==> config.mk <==
export PLATFORM = sky130hd
export DESIGN_NAME = tx_queue
export DESIGN_NICKNAME = d
export VERILOG_FILES = /design/src/design/mac_pkg.sv /design/src/design/axis_pkg.sv /design/src/design/tx_queue.sv
export VERILOG_INCLUDE_DIRS = /design/src /design/src/design
export SDC_FILE = /design/constraint.sdc
export NUM_CORES = 2
export LEC_CHECK = 0
export BUFFER_PORTS_ARGS = -buffer_cell sky130_fd_sc_hd__buf_4
export CORE_MARGIN = 3
export CORE_UTILIZATION = 43
export CTS_BUF_LIST = sky130_fd_sc_hd__clkbuf_8
export CTS_CLUSTER_SIZE = 40
export DETAILED_ROUTE_END_ITERATION = 6
export HOLD_SLACK_MARGIN = 0.06
export PLACE_DENSITY = 0.57
export SLEW_MARGIN = 20
export SYNTH_ARGS = -nofsm -noshare
export SYNTH_HDL_FRONTEND = slang
export SYNTH_MEMORY_MAX_BITS = 65536
export SYNTH_SLANG_ARGS = --single-unit
==> constraint.sdc <==
create_clock -name axi_aclk -period 12.85 [get_ports axi_aclk]
set_clock_uncertainty 0.1 [all_clocks]
set_input_delay 0.6425 -clock axi_aclk [delete_from_list [all_inputs] [get_ports axi_aclk]]
set_output_delay 0.6425 -clock axi_aclk [all_outputs]
set_load 0.02 [all_outputs]
==> src/design/eth10g_params.svh <==
//////////////////////////////
// 10G port interface constants
// Widths, queue depths, TUSER field positions and default ports
//////////////////////////////

`ifndef ETH10G_PARAMS_SVH
`define ETH10G_PARAMS_SVH

// Datapath widths
`define ETH10G_DATA_W 64
`define ETH10G_USER_W 128

// Buffer sizes, powers of two
`define ETH10G_RX_DEPTH 64
`define ETH10G_TX_DEPTH 64
`define ETH10G_LEN_FIFO_DEPTH 4

// TUSER metadata fields
`define ETH10G_LEN_LSB 0
`define ETH10G_LEN_W 16
`define ETH10G_SRC_LSB 16
`define ETH10G_DST_LSB 24
`define ETH10G_PORT_W 8

// Port numbers of this board position
`define ETH10G_SRC_PORT 8'h01
`define ETH10G_DST_PORT 8'h00

`endif

==> src/design/mac_pkg.sv <==
//////////////////////////////
// MAC-side types
// Word format of the MAC client interface and the transmit FSM states
//////////////////////////////

`default_nettype none

`include "eth10g_params.svh"

package mac_pkg;

    // One 64-bit client word
    typedef logic [`ETH10G_DATA_W-1:0] mac_data_t;

    // Byte i valid when bit i set, always filled from bit 0 upward
    typedef logic [`ETH10G_DATA_W/8-1:0] mac_bvalid_t;

    // Data word with its byte-valid mask
    typedef struct packed {
        mac_data_t   data;
        mac_bvalid_t bvalid;
    } mac_word_t;

    // Transmit request sequence
    typedef enum logic [1:0] {
        TX_IDLE,
        TX_WAIT_ACK,
        TX_SEND
    } tx_state_t;

endpackage

`default_nettype wire

==> src/design/axis_pkg.sv <==
//////////////////////////////
// AXI stream types
// Beat format and TUSER metadata fields
//////////////////////////////

`default_nettype none

`include "eth10g_params.svh"

package axis_pkg;

    typedef logic [`ETH10G_DATA_W-1:0]   axis_data_t;
    typedef logic [`ETH10G_DATA_W/8-1:0] axis_strb_t;
    typedef logic [`ETH10G_USER_W-1:0]   axis_user_t;

    // Frame byte count carried in TUSER
    typedef logic [`ETH10G_LEN_W-1:0] frame_len_t;

    // One-hot port number
    typedef logic [`ETH10G_PORT_W-1:0] port_t;

    // One transfer on the stream
    typedef struct packed {
        axis_data_t data;
        axis_strb_t strb;
        axis_user_t user;
        logic       last;
    } axis_beat_t;

endpackage

`default_nettype wire

==> src/design/tx_queue.sv <==
//////////////////////////////
// Transmit frame queue
// Holds AXI frames until complete, then plays them to the MAC
//////////////////////////////

`timescale 1ns/1ps
`default_nettype none

`include "eth10g_params.svh"

module tx_queue (
    input  wire                        axi_aclk,
    input  wire                        rst_n,
    input  wire axis_pkg::axis_beat_t  in_beat,
    input  wire                        in_valid,
    output logic                       in_ready,
    output mac_pkg::mac_word_t         tx_word,
    output logic                       tx_start,
    input  wire                        tx_ack
);

    localparam int DEPTH  = `ETH10G_TX_DEPTH;
    localparam int ADDR_W = $clog2(DEPTH);

    mac_pkg::mac_word_t mem [DEPTH];
    logic               last_mem [DEPTH];

    logic [ADDR_W:0] wr_ptr;
    logic [ADDR_W:0] rd_ptr;
    logic [ADDR_W:0] used;
    // Whole frames held in the buffer
    logic [ADDR_W:0] frame_cnt;

    logic push;
    logic push_last;
    logic pop;
    logic pop_last;

    mac_pkg::tx_state_t state;
    mac_pkg::tx_state_t state_next;

    //////////////////////////////
    // AXI side
    //////////////////////////////

    assign used      = wr_ptr - rd_ptr;
    assign in_ready  = !used[ADDR_W];
    assign push      = in_valid && in_ready;
    assign push_last = push && in_beat.last;

    // TUSER is not carried to the MAC
    always_ff @(posedge axi_aclk) begin
        if (push) begin
            mem[wr_ptr[ADDR_W-1:0]]      <= mac_pkg::mac_word_t'{data: in_beat.data,
                                                                bvalid: in_beat.strb};
            last_mem[wr_ptr[ADDR_W-1:0]] <= in_beat.last;
        end
    end

    //////////////////////////////
    // MAC side
    //////////////////////////////

    assign pop      = (state == mac_pkg::TX_SEND);
    assign pop_last = pop && last_mem[rd_ptr[ADDR_W-1:0]];

    always_comb begin
        state_next = state;
        case (state)
            mac_pkg::TX_IDLE: begin
                if (frame_cnt != '0) begin
                    state_next = mac_pkg::TX_WAIT_ACK;
                end
            end
            mac_pkg::TX_WAIT_ACK: begin
                if (tx_ack) begin
                    state_next = mac_pkg::TX_SEND;
                end
            end
            mac_pkg::TX_SEND: begin
                if (pop_last) begin
                    state_next = mac_pkg::TX_IDLE;
                end
            end
            default: state_next = mac_pkg::TX_IDLE;
        endcase
    end

    always_ff @(posedge axi_aclk or negedge rst_n) begin
        if (!rst_n) begin
            state     <= mac_pkg::TX_IDLE;
            wr_ptr    <= '0;
            rd_ptr    <= '0;
            frame_cnt <= '0;
        end else begin
            state <= state_next;
            if (push) begin
                wr_ptr <= wr_ptr + 1'b1;
            end
            if (pop) begin
                rd_ptr <= rd_ptr + 1'b1;
            end
            case ({push_last, pop_last})
                2'b10:   frame_cnt <= frame_cnt + 1'b1;
                2'b01:   frame_cnt <= frame_cnt - 1'b1;
                default: frame_cnt <= frame_cnt;
            endcase
        end
    end

    // Request held as a level until acknowledged
    assign tx_start = (state == mac_pkg::TX_WAIT_ACK);
    assign tx_word  = pop ? mem[rd_ptr[ADDR_W-1:0]] : '0;

endmodule

`default_nettype wire

==> flow_metrics.tcl <==
set metrics [dict create \
    cts_post_setup_buffers_inserted 0 \
    cellLeakagePower_nw 63.7 \
    final_nets 8598 \
    fin_total_pwr_mw 38.9 \
    synthesis.yosys.warnings 0 \
    cp_data_arrival_time_ps 7420 \
    max_slew_violation_count 0 \
    remaining_drc_errors 0 \
    detail-route-antenna-nets 0 \
    first_pass_grt_wire_length_um 699000 \
    place_area_um2 188000 \
    cts_max_path_buffers 4 \
    top_layer "met5" \
    min-delay-path-class "primary input to async pin" \
    port-buffer-count 150 \
    synth.ff_latch_count 4695 \
    finalCriticalPeriod_ps 8160 \
    die_h_um 651 \
    wl_per_cell_um 34.6 \
    area_growth_pct 12.7 \
    coreArea_um2 414000 \
    min_period_over_period 0.635 \
    end_kind "output pin" \
    finalWirelength_um 500000 \
    floorplan.io_pins 279 \
    core.rowCount 236 \
    antenna_found_initial 25 \
    avgSynthCellArea_um2 23.7 \
    route.layer.met1.wl_um 204000 \
    die-area_um2 424000 \
    detail_route.first_pass.iterations 5 \
    worst_r2r_startpoint "rd_ptr[1]" \
    worstSkewPairLatency_ps 1220 \
    globalRouteOverflowTotal 0 \
    via_count 87035 \
    proportion_of_layout_cells_with_a_drive_suffix_above_1 0.296 \
    reg2reg_depth 15 \
    cts.repair.resized 0 \
    clock_tree_from_tritoncts "done" \
    grt_usage 0.234 \
    synthDistinctLibCells 61 \
    cts_inserted_buffers 747 \
    tightest_slew_ps 1180 \
    slew-limit-headroom 0.210 \
    worst-endpoint-required_ps 12110 \
    synthCells 7561 \
    crit_type "register to output pin" \
    wl_met3_um 40800 \
    outcome "finished clean" \
    ys_flop_type "sky130_fd_sc_hd__edfxtp_1" \
    die_w_um 651 \
    design_area_um2 202000 \
    rsz0062_at_grt "no" \
    report.final.setup_viol 0 \
    synth-edff-count 4672 \
    met2_wirelength_um 242000 \
    seq_area_frac_synth 0.787 \
    numClockSinks 4695 \
    worst_setup_path_startpoint "rd_ptr[1]" \
    crit_path_max_fanout 56 \
    globalplace.congestion 0.765 \
    layout.cells.most_common "sky130_fd_sc_hd__edfxtp_1" \
    postCtsHoldBufs 79 \
    synth_nets 7780 \
    report.final.hold_viol_count 0 \
    htree_num_levels 6 \
    dpl.cell_count 13023 \
    largest_vdd_supply_drop_uv 148 \
    mappedNetlistArea_um2 179000 \
    crit_end "tx_word[17]" \
    pwr_density_cell_nw_per_um2 193 \
    drt_iter0_drc 10506 \
    r2r_setup_slk_ps 5780 \
    highest_count_cells_in_the_layout_ignoring_fill_and_taps "4672 x sky130_fd_sc_hd__edfxtp_1, 1283 x sky130_fd_sc_hd__mux4_2, 760 x sky130_fd_sc_hd__clkbuf_8" \
    vias_in_the_first_global_route 89075 \
    clock_tree_root_buffer_cell "sky130_fd_sc_hd__clkbuf_8" \
    count_of_non_filler_cells_in_the_finished_layout 14438 \
    maximum_number_of_pins_on_one_net_before_global_route_repair 118 \
    finalSetupTns_ps 0 \
    clock_edge_transition_at_the_registers_on_the_reported_setup_and_hold_paths_ps 60 \
    fmax_mhz 122 \
    crit_path_start_kind "register" \
    synth-async-reset-ratio 0.00490 \
    timing.rr.end "frame_cnt[6]" \
    initial_core_util 0.433 \
    detailedPlacementHpwl_um 264000 \
    drt-vias-per-instance 6.03 \
    cap_viol_max_count 0 \
]
## synth_stat cells, types with 42 or more instances
library cell,n,share of area
sky130_fd_sc_hd__edfxtp_1,4672,0.78
sky130_fd_sc_hd__mux4_2,1283,0.16
sky130_fd_sc_hd__nor2_1,297,0.0062
sky130_fd_sc_hd__mux2i_1,175,0.0098
sky130_fd_sc_hd__clkbuf_1,155,0.0032
sky130_fd_sc_hd__nand2_1,144,0.0030
sky130_fd_sc_hd__buf_2,126,0.0035
sky130_fd_sc_hd__o22ai_1,89,0.0031
sky130_fd_sc_hd__buf_4,70,0.0029
sky130_fd_sc_hd__nand3_1,53,0.0015
sky130_fd_sc_hd__nor3_1,47,0.0013
sky130_fd_sc_hd__o21ai_0,46,0.0013
sky130_fd_sc_hd__buf_1,42,0.00088
## sequential cells by signal, summed over array words and instances (netlist names)
name	cells
frame_cnt	7
state	2
rd_ptr	7
mem	4608
last_mem	64
wr_ptr	7
## per-stage QoR
step | hold slack (ps) | utilization | setup slack, ps
final | 368 | 0.488 | 4690
after floorplan | 247 | - | 5920
after global routing | 326 | 0.487 | 4260
after CTS | 255 | 0.487 | 4380
after detailed placement | 374 | 0.453 | 5740
after global placement | 369 | 0.453 | 5780
## cells by family (layout without fill, tap and decap cells)
family,Yosys count,count (layout),synth area share
flops,4695,4695,0.787
mux,1463,1463,0.171
simple gates,592,592,0.0140
buf+inv,426,1819,0.0121
compound gates,354,354,0.0141
xor+xnor,17,17,0.000831
fa+ha+maj,14,14,0.00102
other cells,0,10,0
## worst min-delay path by stage
stage | startpoint | endpoint | depth (start not counted)
4_1_cts | rst_n | frame_cnt[1] | 4
2_1_floorplan | rst_n | frame_cnt[0] | 0
3_3_place_gp | frame_cnt[6] | frame_cnt[6] | 1
3_5_place_dp | frame_cnt[6] | frame_cnt[6] | 1
6_report | rst_n | rd_ptr[0] | 4
5_1_grt | rst_n | frame_cnt[5] | 4
## area by class of cell
cell class | count | area (um2)
Multi-Input combinational cell | 2440 | 36600
Clock inverter | 564 | 2840
Fill cell | 33517 | 212000
Tap cell | 5474 | 6850
Inverter | 13 | 70.1
Timing Repair Buffer | 482 | 4090
Clock buffer | 760 | 10500
Antenna cell | 10 | 25.0
Sequential cell | 4695 | 141000
## power breakdown
part | total, mW | switching [mW] | internal (mW)
logic | 9.93 | 5.43 | 4.51
clock network | 11.5 | 5.85 | 5.68
registers | 17.5 | 0.216 | 17.3
## layer usage
| layer | up-vias | global-route usage |
|---|---|---|
| li1 | 34197 | - |
| met1 | 48095 | 0.333 |
| met2 | 3957 | 0.375 |
| met3 | 778 | 0.0450 |
| met4 | 8 | 0.0613 |
| met5 | - | 0 |
## critical path: stages (launching register included)
cell and delay [ps]:
sky130_fd_sc_hd__dfrtp_4 1040, sky130_fd_sc_hd__buf_4 930, sky130_fd_sc_hd__buf_4 820, sky130_fd_sc_hd__buf_4 770, sky130_fd_sc_hd__buf_4 710, sky130_fd_sc_hd__mux4_2 600
sky130_fd_sc_hd__mux4_2 540, sky130_fd_sc_hd__a221o_1 480, sky130_fd_sc_hd__buf_4 200
Power figures use the tool's default switching activity.
