<file path="config.mk">
export PLATFORM = sky130hd
export DESIGN_NAME = axis_port_tagger
export DESIGN_NICKNAME = d
export VERILOG_FILES = /design/src/design/axis_pkg.sv /design/src/design/axis_port_tagger.sv
export VERILOG_INCLUDE_DIRS = /design/src /design/src/design
export SDC_FILE = /design/constraint.sdc
export NUM_CORES = 1
export LEC_CHECK = 0
export BUFFER_PORTS_ARGS = -buffer_cell sky130_fd_sc_hd__buf_2
export CAP_MARGIN = 0
export CORE_AREA = 2 2 164 166
export CTS_CLUSTER_SIZE = 10
export DETAILED_ROUTE_END_ITERATION = 6
export DIE_AREA = 0 0 166 168
export PLACE_DENSITY = 0.49
export SYNTH_ARGS = -nofsm -noshare
export SYNTH_HDL_FRONTEND = slang
export SYNTH_SLANG_ARGS = --single-unit
</file>
<file path="constraint.sdc">
create_clock -name axi_aclk -period 1.7 [get_ports axi_aclk]
set_clock_uncertainty 0.15 [all_clocks]
set_input_delay 0.085 -clock axi_aclk [delete_from_list [all_inputs] [get_ports axi_aclk]]
set_output_delay 0.085 -clock axi_aclk [all_outputs]
set_load 0.01 [all_outputs]
</file>
<file path="src/design/eth10g_params.svh">
//////////////////////////////
// 10G port interface constants
// Widths, queue depths, TUSER field positions and default ports
//////////////////////////////

`ifndef ETH10G_PARAMS_SVH
`define ETH10G_PARAMS_SVH

// Datapath widths
`define ETH10G_DATA_W 64
`define ETH10G_USER_W 128

// Buffer sizes, powers of two
`define ETH10G_RX_DEPTH 64
`define ETH10G_TX_DEPTH 64
`define ETH10G_LEN_FIFO_DEPTH 4

// TUSER metadata fields
`define ETH10G_LEN_LSB 0
`define ETH10G_LEN_W 16
`define ETH10G_SRC_LSB 16
`define ETH10G_DST_LSB 24
`define ETH10G_PORT_W 8

// Port numbers of this board position
`define ETH10G_SRC_PORT 8'h01
`define ETH10G_DST_PORT 8'h00

`endif

</file>
<file path="src/design/axis_pkg.sv">
//////////////////////////////
// AXI stream types
// Beat format and TUSER metadata fields
//////////////////////////////

`default_nettype none

`include "eth10g_params.svh"

package axis_pkg;

    typedef logic [`ETH10G_DATA_W-1:0]   axis_data_t;
    typedef logic [`ETH10G_DATA_W/8-1:0] axis_strb_t;
    typedef logic [`ETH10G_USER_W-1:0]   axis_user_t;

    // Frame byte count carried in TUSER
    typedef logic [`ETH10G_LEN_W-1:0] frame_len_t;

    // One-hot port number
    typedef logic [`ETH10G_PORT_W-1:0] port_t;

    // One transfer on the stream
    typedef struct packed {
        axis_data_t data;
        axis_strb_t strb;
        axis_user_t user;
        logic       last;
    } axis_beat_t;

endpackage

`default_nettype wire

</file>
<file path="src/design/axis_port_tagger.sv">
//////////////////////////////
// Port tagger
// Register stage that fills TUSER with length and port numbers
//////////////////////////////

`timescale 1ns/1ps
`default_nettype none

`include "eth10g_params.svh"

module axis_port_tagger #(
    parameter axis_pkg::port_t SRC_PORT = `ETH10G_SRC_PORT,
    parameter axis_pkg::port_t DST_PORT = `ETH10G_DST_PORT
) (
    input  wire                        axi_aclk,
    input  wire                        rst_n,
    input  wire axis_pkg::axis_beat_t  in_beat,
    input  wire axis_pkg::frame_len_t  frame_len,
    input  wire                        in_valid,
    output logic                       in_ready,
    output axis_pkg::axis_beat_t       out_beat,
    output logic                       out_valid,
    input  wire                        out_ready
);

    axis_pkg::axis_user_t tagged_user;

    // Metadata for every beat of the frame
    always_comb begin
        tagged_user = '0;
        tagged_user[`ETH10G_LEN_LSB +: `ETH10G_LEN_W] = frame_len;
        tagged_user[`ETH10G_SRC_LSB +: `ETH10G_PORT_W] = SRC_PORT;
        tagged_user[`ETH10G_DST_LSB +: `ETH10G_PORT_W] = DST_PORT;
    end

    // Stage is free when empty or being drained
    assign in_ready = !out_valid || out_ready;

    always_ff @(posedge axi_aclk or negedge rst_n) begin
        if (!rst_n) begin
            out_valid <= 1'b0;
        end else if (in_ready) begin
            out_valid <= in_valid;
        end
    end

    always_ff @(posedge axi_aclk) begin
        if (in_valid && in_ready) begin
            out_beat.data <= in_beat.data;
            out_beat.strb <= in_beat.strb;
            out_beat.user <= tagged_user;
            out_beat.last <= in_beat.last;
        end
    end

endmodule

`default_nettype wire

</file>
==> results of run 1 <==
sequential cells by signal, indices dropped and copies added, names as in the netlist:
name	cells
out_valid	1
out_beat	89
per-layer routing:
layer	routed length (um)	part of all wire [%]	GRT usage [%]	vias up
li1	-	-	-	1069
met1	4690	42	9.49	1100
met2	5050	45	12.5	193
met3	1290	11	3.57	13
met4	264	2.3	4.08	0
met5	0	0	0	-
report_power, final:
group	switching, mW	internal (mW)
Sequential	0.0305	2.58
Combinational	0.377	0.313
Clock	1.01	1.05
stage by stage:
| stage | total power, mW | TNS (ns) |
|---|---|---|
| 2_1_floorplan | 3.08 | -6.68 |
| 6_report | 5.36 | 0 |
| 5_1_grt | 5.64 | 0 |
| 3_3_place_gp | 3.19 | 0 |
| 4_1_cts | 5.50 | 0 |
| 3_5_place_dp | 3.19 | 0 |
logic make-up (layout without fill, tap and decap cells):
logic type	count (synthesis)	after routing	synth area share (%)
flops	90	90	75.5
simple gates	3	3	0.805
other cells	2	112	0.210
buf+inv	112	296	23.5
worst register-to-register path, stage by stage (launching register included):
cell	delay, ns
dfrtp_1	0.41
nand2b_4	0.09
and2_4	0.26
buf_12	0.23
area by class of cell:
cell class                 instances  area (um^2)  area share (%)
timing repair buffer             280         1910            33.0
sequential                        90         2700            46.5
tap                              341          427            7.36
clock buffer                       9          225            3.88
multi-input combinational        115          449            7.75
clock inverter                     7         85.1            1.47
cells in the final DEF (no fill, tap or decap):
cell type,instances
edfxtp_1,89
and2_4,1
nand2b_4,1
clkinv_8,3
buf_2,183
clkbuf_16,9
dfrtp_1,1
dlygate4sd3_1,93
conb_1,112
nand2b_1,1
buf_4,1
inv_6,2
clkinvlp_4,1
buf_12,3
inv_8,1
worst max-delay path by stage:
stage / startpoint / end / slack (ns) / cells past startpoint
3_5_place_dp: out_valid$_DFFE_PN0P_ / out_beat[0]$_DFFE_PP_ / 0.25 / 3
4_1_cts: out_valid$_DFFE_PN0P_ / out_beat[160]$_DFFE_PP_ / 0.22 / 3
3_3_place_gp: out_valid$_DFFE_PN0P_ / out_beat[143]$_DFFE_PP_ / 0.26 / 3
5_1_grt: out_valid$_DFFE_PN0P_ / out_beat[160]$_DFFE_PP_ / 0.18 / 3
2_1_floorplan: out_valid$_DFFE_PN0P_ / out_beat[0]$_DFFE_PP_ / -0.08 / 2
6_report: out_valid$_DFFE_PN0P_ / out_beat[3]$_DFFE_PP_ / 0.24 / 3
timing repair:
action                                 CTS  global route
endpoints found under the hold margin   91             0
resized for setup                        0             0
hold buffers                            93             0
setup buffers                            0             0
==> flow_metrics.py, run 1 <==
metrics = {
    "sta": {
        "timing.final.crit_share_pct": 86.1,
        "setup_violations": 0,
        "hold_violations": 0,
        "worst_hold_slack_ns": 0.186,
        "max_freq_ghz": 0.683,
        "grt_setup_unrepaired": "false",
        "final_max_slew_viol_count": 0,
        "layout_min_cycle_time_ns": 1.46,
        "setup_slack_ns": 0.236,
    },
    "floorplan": {
        "dieArea_mm2": 0.0279,
        "pin_count": 424,
        "start_util_pct": 13.6,
        "design.core.area_mm2": 0.0264,
        "rows": 60,
        "die_h_um": 168,
        "die_w_um": 166,
    },
    "placed_design": {
        "dpl.cell_count": 733,
        "dpl-instance-area_mm2": 0.00456,
        "dp_hpwl_um": 8650,
        "gp_congestion": 0.642,
        "io_buffers": 183,
        "place_ws_ns": 0.245,
    },
    "synth": {
        "ys.flop_type": "edfxtp_1",
        "yosys.area.top_type": "edfxtp_1",
        "synthArstFlopShare_pct": 1.11,
        "synthTopCellsByArea": "edfxtp_1, buf_4, dfrtp_1, nand2b_4, and2_4",
        "syn_area_mm2": 0.00357,
        "synth_edf_count": 89,
        "synth_sequential_area_ratio_pct": 75.5,
        "synth_cells": 207,
        "avgSynthCellArea_um2": 17.3,
        "synth_cell_type_count": 7,
        "synth_warnings": 0,
        "post-synth-top-count-cell": "buf_4",
        "ys_seq_elements": 90,
        "netlist_top_cells_count": "buf_4, edfxtp_1, conb_1",
        "yosysTopAreaCellShare_pct": 74.8,
    },
    "worst_setup_path": {
        "cp_max_fo": 30,
        "rr_endpoint": "out_beat[3]$_DFFE_PP_",
        "worstPathRequired_ns": 1.60,
        "arrival_ns": 1.36,
        "endpoint_kind": "flip-flop",
        "max_stage_delay_ns": 0.41,
        "reg2regPathDepth": 3,
        "cp_slowest_cell": "dfrtp_1",
        "path_cells": "nand2b_4, and2_4, buf_12",
        "r2r-start": "out_valid$_DFFE_PN0P_",
        "cp-start-kind": "flip-flop",
        "crit_buf_inv": 1,
        "r2r_slack_ns": 0.24,
        "crit_type": "reg -> reg",
        "crit_family": "flip-flops",
    },
    "clock_network": {
        "cts-root-buf": "clkbuf_16",
        "path_clk_slew_ns": 0.08,
        "cts.path.max_buffers": 2,
        "cts_tree": "yes",
        "cts_buffers": 9,
        "clk_latency_ns": 0.35,
        "htreeDepth": 3,
        "clock_sinks": 90,
    },
    "worst_hold_path": {
        "min_path_type": "in -> reg",
        "min_delay_path_depth": 3,
        "whs_endpoint": "out_beat[138]$_DFFE_PP_",
        "hp-start": "out_ready",
    },
    "flow_run": {
        "drv_cap": 0,
    },
    "run_status": {
        "status": "completed",
    },
    "power_and_ir_drop": {
        "total_leakage_power_nw": 2.52,
        "vdd_ir_drop_max_mv": 0.355,
        "powerDensity_mw_per_mm2": 925,
    },
    "global_routing": {
        "grt_pass1_wl_um": 15700,
        "grt_pass1_vias": 2494,
        "grt_max_degree": 31,
        "track_usage_pct": 8.06,
        "gr-total-overflow": 0,
        "antenna_found_initial": 0,
    },
    "routing": {
        "finalWirelength_um": 11300,
        "post-route-drc-count": 0,
        "first_iter_violations": 58,
        "vias_per_cell": 2.82,
        "ant_nets": 0,
        "wl_per_cell_um": 13.4,
        "vias": 2375,
        "dr.pass1.iters": 4,
    },
    "finish": {
        "fin_util_pct": 22.0,
        "n_fill_cell": 2795,
        "postLayoutCellArea_mm2": 0.00580,
        "antennaDiodeCount": 0,
        "area_delta_synth_final_pct": 62.2,
        "drive_gt1_share_pct": 40.9,
        "final_nets": 717,
        "layout.cells.non_filler": 842,
    },
}
(Power assumes the default switching activity.)
==> inputs of run 2 (changes only) <==
ABC_AREA = 1   (was not set)
SKIP_LAST_GASP = 1   (was not set)
==> flow_metrics.py, run 2 <==
metrics = {
    "clock_network": {
        "cts.path.max_buffers": 2,
        "htreeDepth": 3,
        "cts_buffers": 9,
        "path_clk_slew_ns": 0.07,
        "clk_latency_ns": 0.35,
        "cts_tree": "yes",
        "clock_sinks": 90,
        "postCtsSetupBuffers": 0,
        "cts-root-buf": "clkbuf_16",
    },
    "run_status": {
        "status": "completed",
    },
    "synth": {
        "yosys.area.top_type": "edfxtp_1",
        "synth_cell_type_count": 7,
        "netlist_top_cells_count": "buf_4, edfxtp_1, conb_1, inv_1, nand2_1",
        "synth_cells": 209,
        "ys_seq_elements": 90,
        "synthTopCellsByArea": "edfxtp_1, buf_4, dfrtp_1, conb_1, inv_1",
        "ys.flop_type": "edfxtp_1",
        "post-synth-top-count-cell": "buf_4",
        "avgSynthCellArea_um2": 17.1,
        "syn_area_mm2": 0.00357,
        "synthArstFlopShare_pct": 1.11,
        "synth_edf_count": 89,
        "synth_warnings": 0,
        "yosysTopAreaCellShare_pct": 74.9,
        "synth_sequential_area_ratio_pct": 75.6,
    },
    "finish": {
        "postLayoutCellArea_mm2": 0.00581,
        "drive_gt1_share_pct": 40.8,
        "final_common_cell": "buf_2",
        "final_nets": 721,
        "regMostFlops": "out_beat",
        "final_cell_mix": "buf_2, conb_1, dlygate4sd3_1",
        "antennaDiodeCount": 0,
        "largest_reg_flops": 89,
        "area_delta_synth_final_pct": 62.8,
        "largest_registers": "out_beat: 89 flops, out_valid: 1 flops",
    },
    "sta": {
        "timing.final.crit_share_pct": 92.9,
        "setup_slack_ns": 0.121,
        "grt_setup_unrepaired": "false",
        "hold_violations": 0,
        "max_freq_ghz": 0.633,
        "layout_min_cycle_time_ns": 1.58,
        "tns_ns": 0,
        "final_max_slew_viol_count": 0,
        "setup_violations": 0,
    },
    "global_routing": {
        "grt_max_degree": 26,
        "track_usage_pct": 8.02,
        "gr-total-overflow": 0,
        "antenna_found_initial": 1,
        "grt_pass1_vias": 2401,
        "grt_pass1_wl_um": 15500,
    },
    "worst_setup_path": {
        "cp_max_fo": 25,
        "arrival_ns": 1.48,
        "cp-start-kind": "flip-flop",
        "max_stage_delay_ns": 0.43,
        "crit_family": "flip-flops",
        "endpoint_kind": "flip-flop",
        "crit_buf_inv": 1,
        "path_cells": "a21oi_4, buf_12",
        "cp_slowest_cell": "dfrtp_2",
        "crit_type": "reg -> reg",
        "worstPathRequired_ns": 1.60,
    },
    "power_and_ir_drop": {
        "vdd_ir_drop_max_mv": 0.505,
        "powerDensity_mw_per_mm2": 924,
        "total_leakage_power_nw": 2.53,
    },
    "floorplan": {
        "dieArea_mm2": 0.0279,
        "die_w_um": 166,
        "rows": 60,
        "pin_count": 424,
        "start_util_pct": 13.5,
        "design.core.area_mm2": 0.0264,
        "die_h_um": 168,
    },
    "placed_design": {
        "gp_congestion": 0.700,
        "io_buffers": 183,
        "dpl-instance-area_mm2": 0.00458,
        "dp_hpwl_um": 9070,
        "place_ws_ns": 0.0880,
    },
    "routing": {
        "post-route-drc-count": 0,
        "vias": 2402,
        "finalWirelength_um": 11300,
        "vias_per_cell": 2.84,
        "ant_nets": 0,
        "dr.pass1.iters": 4,
        "wl_per_cell_um": 13.3,
        "first_iter_violations": 66,
    },
    "worst_hold_path": {
        "min_path_type": "in -> reg",
    },
    "flow_run": {
        "drv_cap": 0,
    },
}
-- run 2: cell count changes in the layout (fill, tap and decap cells not counted), moves of 2 or more --
cell      before  now
buf_4          1    3
clkinv_8       3    0
inv_1          0    2
nand2_1        0    2
-- run 2: worst register-to-register path: stages, from the launching register on --
cell,delay (ns)
dfrtp_2,0.43
a21oi_4,0.43
buf_12,0.26
-- run 2: path summary, 6_finish.rpt --
| path | start | endpoint | slack [ns] | depth (start not counted) |
|---|---|---|---|---|
| max | out_valid$_DFFE_PN0P_ | out_beat[16]$_DFFE_PP_ | 0.12 | 2 |
| min | out_ready | out_beat[171]$_DFFE_PP_ | 0.27 | 4 |
| max reg2reg | out_valid$_DFFE_PN0P_ | out_beat[16]$_DFFE_PP_ | 0.12 | 2 |
| min reg2reg | out_valid$_DFFE_PN0P_ | out_beat[171]$_DFFE_PP_ | 0.73 | 2 |
| max in group asynchronous | rst_n | out_valid$_DFFE_PN0P_ | 0.89 | 3 |
| min in group asynchronous | rst_n | out_valid$_DFFE_PN0P_ | 0.40 | 3 |
-- run 2: logic make-up after synthesis --
logic type / Yosys count / share of synthesized area [%]
and+or+nand+nor: 2 / 0.211
buffers and inverters: 114 / 23.8
other: 2 / 0.211
DFF: 90 / 75.6
AOI/OAI and AO/OA: 1 / 0.140
-- run 2: what timing repair did --
action | 4_1_cts | 5_1_grt
hold buffers | 93 | 0
resized for setup | 0 | 0
hold endpoints to repair | 91 | 0
-- run 2: per-stage QoR --
step / hold WS [ns] / std cells / util, % / total power, mW
after detailed placement: -0.287 / 737 / 17.4 / 3.19
after floorplan: -0.361 / 319 / - / 3.08
after global placement: -0.287 / 737 / 17.4 / 3.19
final: 0.270 / 846 / 22.0 / 5.37
after CTS: 0.265 / 846 / 22.0 / 5.50
after global routing: 0.277 / 846 / 22.0 / 5.64
-- run 2: power breakdown --
part	switching (mW)	internal (mW)	total (mW)
sequential	0.0287	2.58	2.61
combinational	0.383	0.314	0.697
clock	0.903	1.15	2.06
total	1.31	4.05	5.37
-- run 2: metal layers --
layer	part of all wire (%)	up-vias	routed length (um)	GRT usage [%]
met1	41	1104	4630	9.20
met5	0.12	-	13	0
li1	-	1083	-	-
met4	1.7	2	187	3.06
met3	14	12	1610	4.75
met2	43	201	4840	12.3
-- run 2: cell type report --
| class | instances | area (um^2) |
|---|---|---|
| clock inverters | 7 | 75.1 |
| clock buffers | 9 | 225 |
| inverters | 2 | 7.51 |
| multi-input cells | 115 | 444 |
| fillers | 2803 | 20500 |
| repair buffers | 282 | 1930 |
| well taps | 341 | 427 |
| flip-flops and latches | 90 | 2700 |
==> inputs of run 3 (changes only) <==
clock period = 1.4 ns   (was 1.7 ns; I/O delays follow)
==> flow_metrics.py, run 3 (synthesis results as in run 2) <==
metrics = {
    "routing": {
        "vias_per_cell": 2.84,
        "post-route-drc-count": 0,
        "first_iter_violations": 56,
        "finalWirelength_um": 11800,
        "vias": 2434,
        "dr.pass1.iters": 4,
        "ant_nets": 0,
        "wl_per_cell_um": 13.8,
    },
    "finish": {
        "largest_reg_flops": 89,
        "regMostFlops": "out_beat",
        "final_nets": 731,
        "postLayoutCellArea_mm2": 0.00594,
        "multiInputGateArea_um2": 444,
        "regArea_mm2": 0.00270,
        "final_common_cell": "buf_2",
        "largest_registers": "out_beat: 89 flops, out_valid: 1 flops",
        "n_fill_cell": 2773,
        "area_delta_synth_final_pct": 66.6,
        "antennaDiodeCount": 0,
        "final_cell_mix": "buf_2, conb_1, dlygate4sd3_1",
        "drive_gt1_share_pct": 42.1,
    },
    "worst_setup_path": {
        "cp_slowest_cell": "dfrtp_2",
        "crit_family": "flip-flops",
        "crit_buf_inv": 2,
        "max_stage_delay_ns": 0.43,
        "crit_type": "reg -> reg",
        "endpoint_kind": "flip-flop",
        "cp_max_fo": 12,
        "arrival_ns": 1.31,
        "cp-start-kind": "flip-flop",
        "worstPathRequired_ns": 1.32,
        "path_cells": "a21oi_4, buf_12, buf_4",
    },
    "global_routing": {
        "grt_pass1_wl_um": 15900,
        "track_usage_pct": 8.21,
        "grt_max_degree": 25,
        "grt_pass1_vias": 2407,
        "antenna_found_initial": 1,
        "gr-total-overflow": 0,
    },
    "clock_network": {
        "cts_tree": "yes",
        "path_clk_slew_ns": 0.08,
        "htreeDepth": 3,
        "cts-root-buf": "clkbuf_16",
        "cts_buffers": 9,
        "cts.path.max_buffers": 2,
        "clock_sinks": 90,
        "clk_latency_ns": 0.35,
    },
    "run_status": {
        "status": "completed",
    },
    "placed_design": {
        "gp_congestion": 0.700,
        "io_buffers": 183,
        "dpl-instance-area_mm2": 0.00463,
        "dp_hpwl_um": 9040,
    },
    "floorplan": {
        "design.core.area_mm2": 0.0264,
        "die_w_um": 166,
        "pin_count": 424,
        "rows": 60,
        "dieArea_mm2": 0.0279,
        "die_h_um": 168,
        "start_util_pct": 13.5,
    },
    "sta": {
        "max_freq_ghz": 0.716,
        "setup_violations": 0,
        "timing.final.crit_share_pct": 99.7,
        "hold_violations": 0,
        "grt_setup_unrepaired": "true",
        "final_max_slew_viol_count": 0,
        "layout_min_cycle_time_ns": 1.40,
        "worst_hold_slack_ns": 0.272,
    },
    "power_and_ir_drop": {
        "finalPower_mw": 6.62,
        "powerDensity_mw_per_mm2": 1120,
        "total_leakage_power_nw": 2.61,
        "vdd_ir_drop_max_mv": 0.416,
    },
    "worst_hold_path": {
        "min_path_type": "in -> reg",
    },
    "flow_run": {
        "drv_cap": 0,
    },
}
[run 3: final timing paths]
check | endpoint | depth (start not counted) | slack, ns | startpoint
hold reg to reg | out_valid$_DFFE_PN0P_ | 3 | 0.49 | out_valid$_DFFE_PN0P_
max in group asynchronous | out_valid$_DFFE_PN0P_ | 3 | 0.62 | rst_n
setup reg to reg | out_beat[12]$_DFFE_PP_ | 3 | 0.004 | out_valid$_DFFE_PN0P_
min in group asynchronous | out_valid$_DFFE_PN0P_ | 3 | 0.37 | rst_n
hold / removal | out_beat[170]$_DFFE_PP_ | 2 | 0.27 | in_beat[170]
setup / recovery | out_beat[12]$_DFFE_PP_ | 3 | 0.004 | out_valid$_DFFE_PN0P_
[run 3: routing by layer]
metal	share of wire (%)	wire, um	global-route usage (%)
met1	41	4800	9.29
met2	44	5160	12.8
met3	14	1610	4.33
met4	1.7	197	3.74
met5	0.11	13	0
[run 3: per-stage QoR]
stage	cells	setup WS [ns]	setup TNS [ns]	utilization [%]
5_1_grt	856	-0.0491	-2.34	22.5
6_report	856	0.00377	0	22.5
3_3_place_gp	741	-0.0223	-0.757	17.6
4_1_cts	854	-0.0410	-1.05	22.4
2_1_floorplan	319	-1.11	-98.99	-
3_5_place_dp	741	-0.0385	-1.38	17.6
[run 3: final cells by class]
cell class | instances | area share (%)
well taps | 341 | 7.18
clock inverters | 7 | 1.45
flip-flops and latches | 90 | 45.4
repair buffers | 292 | 34.5
multi-input cells | 115 | 7.48
inverters | 2 | 0.126
clock buffers | 9 | 3.79
[run 3: timing repair]
item | in CTS | in global routing
pin swaps | 0 | 1
cloned | 0 | 1
endpoints found under the setup margin | 71 | 86
endpoints found under the hold margin | 91 | 0
setup buffers | 4 | 1
gates resized for setup | 0 | 1
hold buffers | 93 | 0
[run 3: where the power goes]
part           leakage [nW]  internal, mW  switching, mW
logic                  1.60         0.422          0.480
registers             0.858          3.14         0.0401
clock network         0.151          1.28           1.26
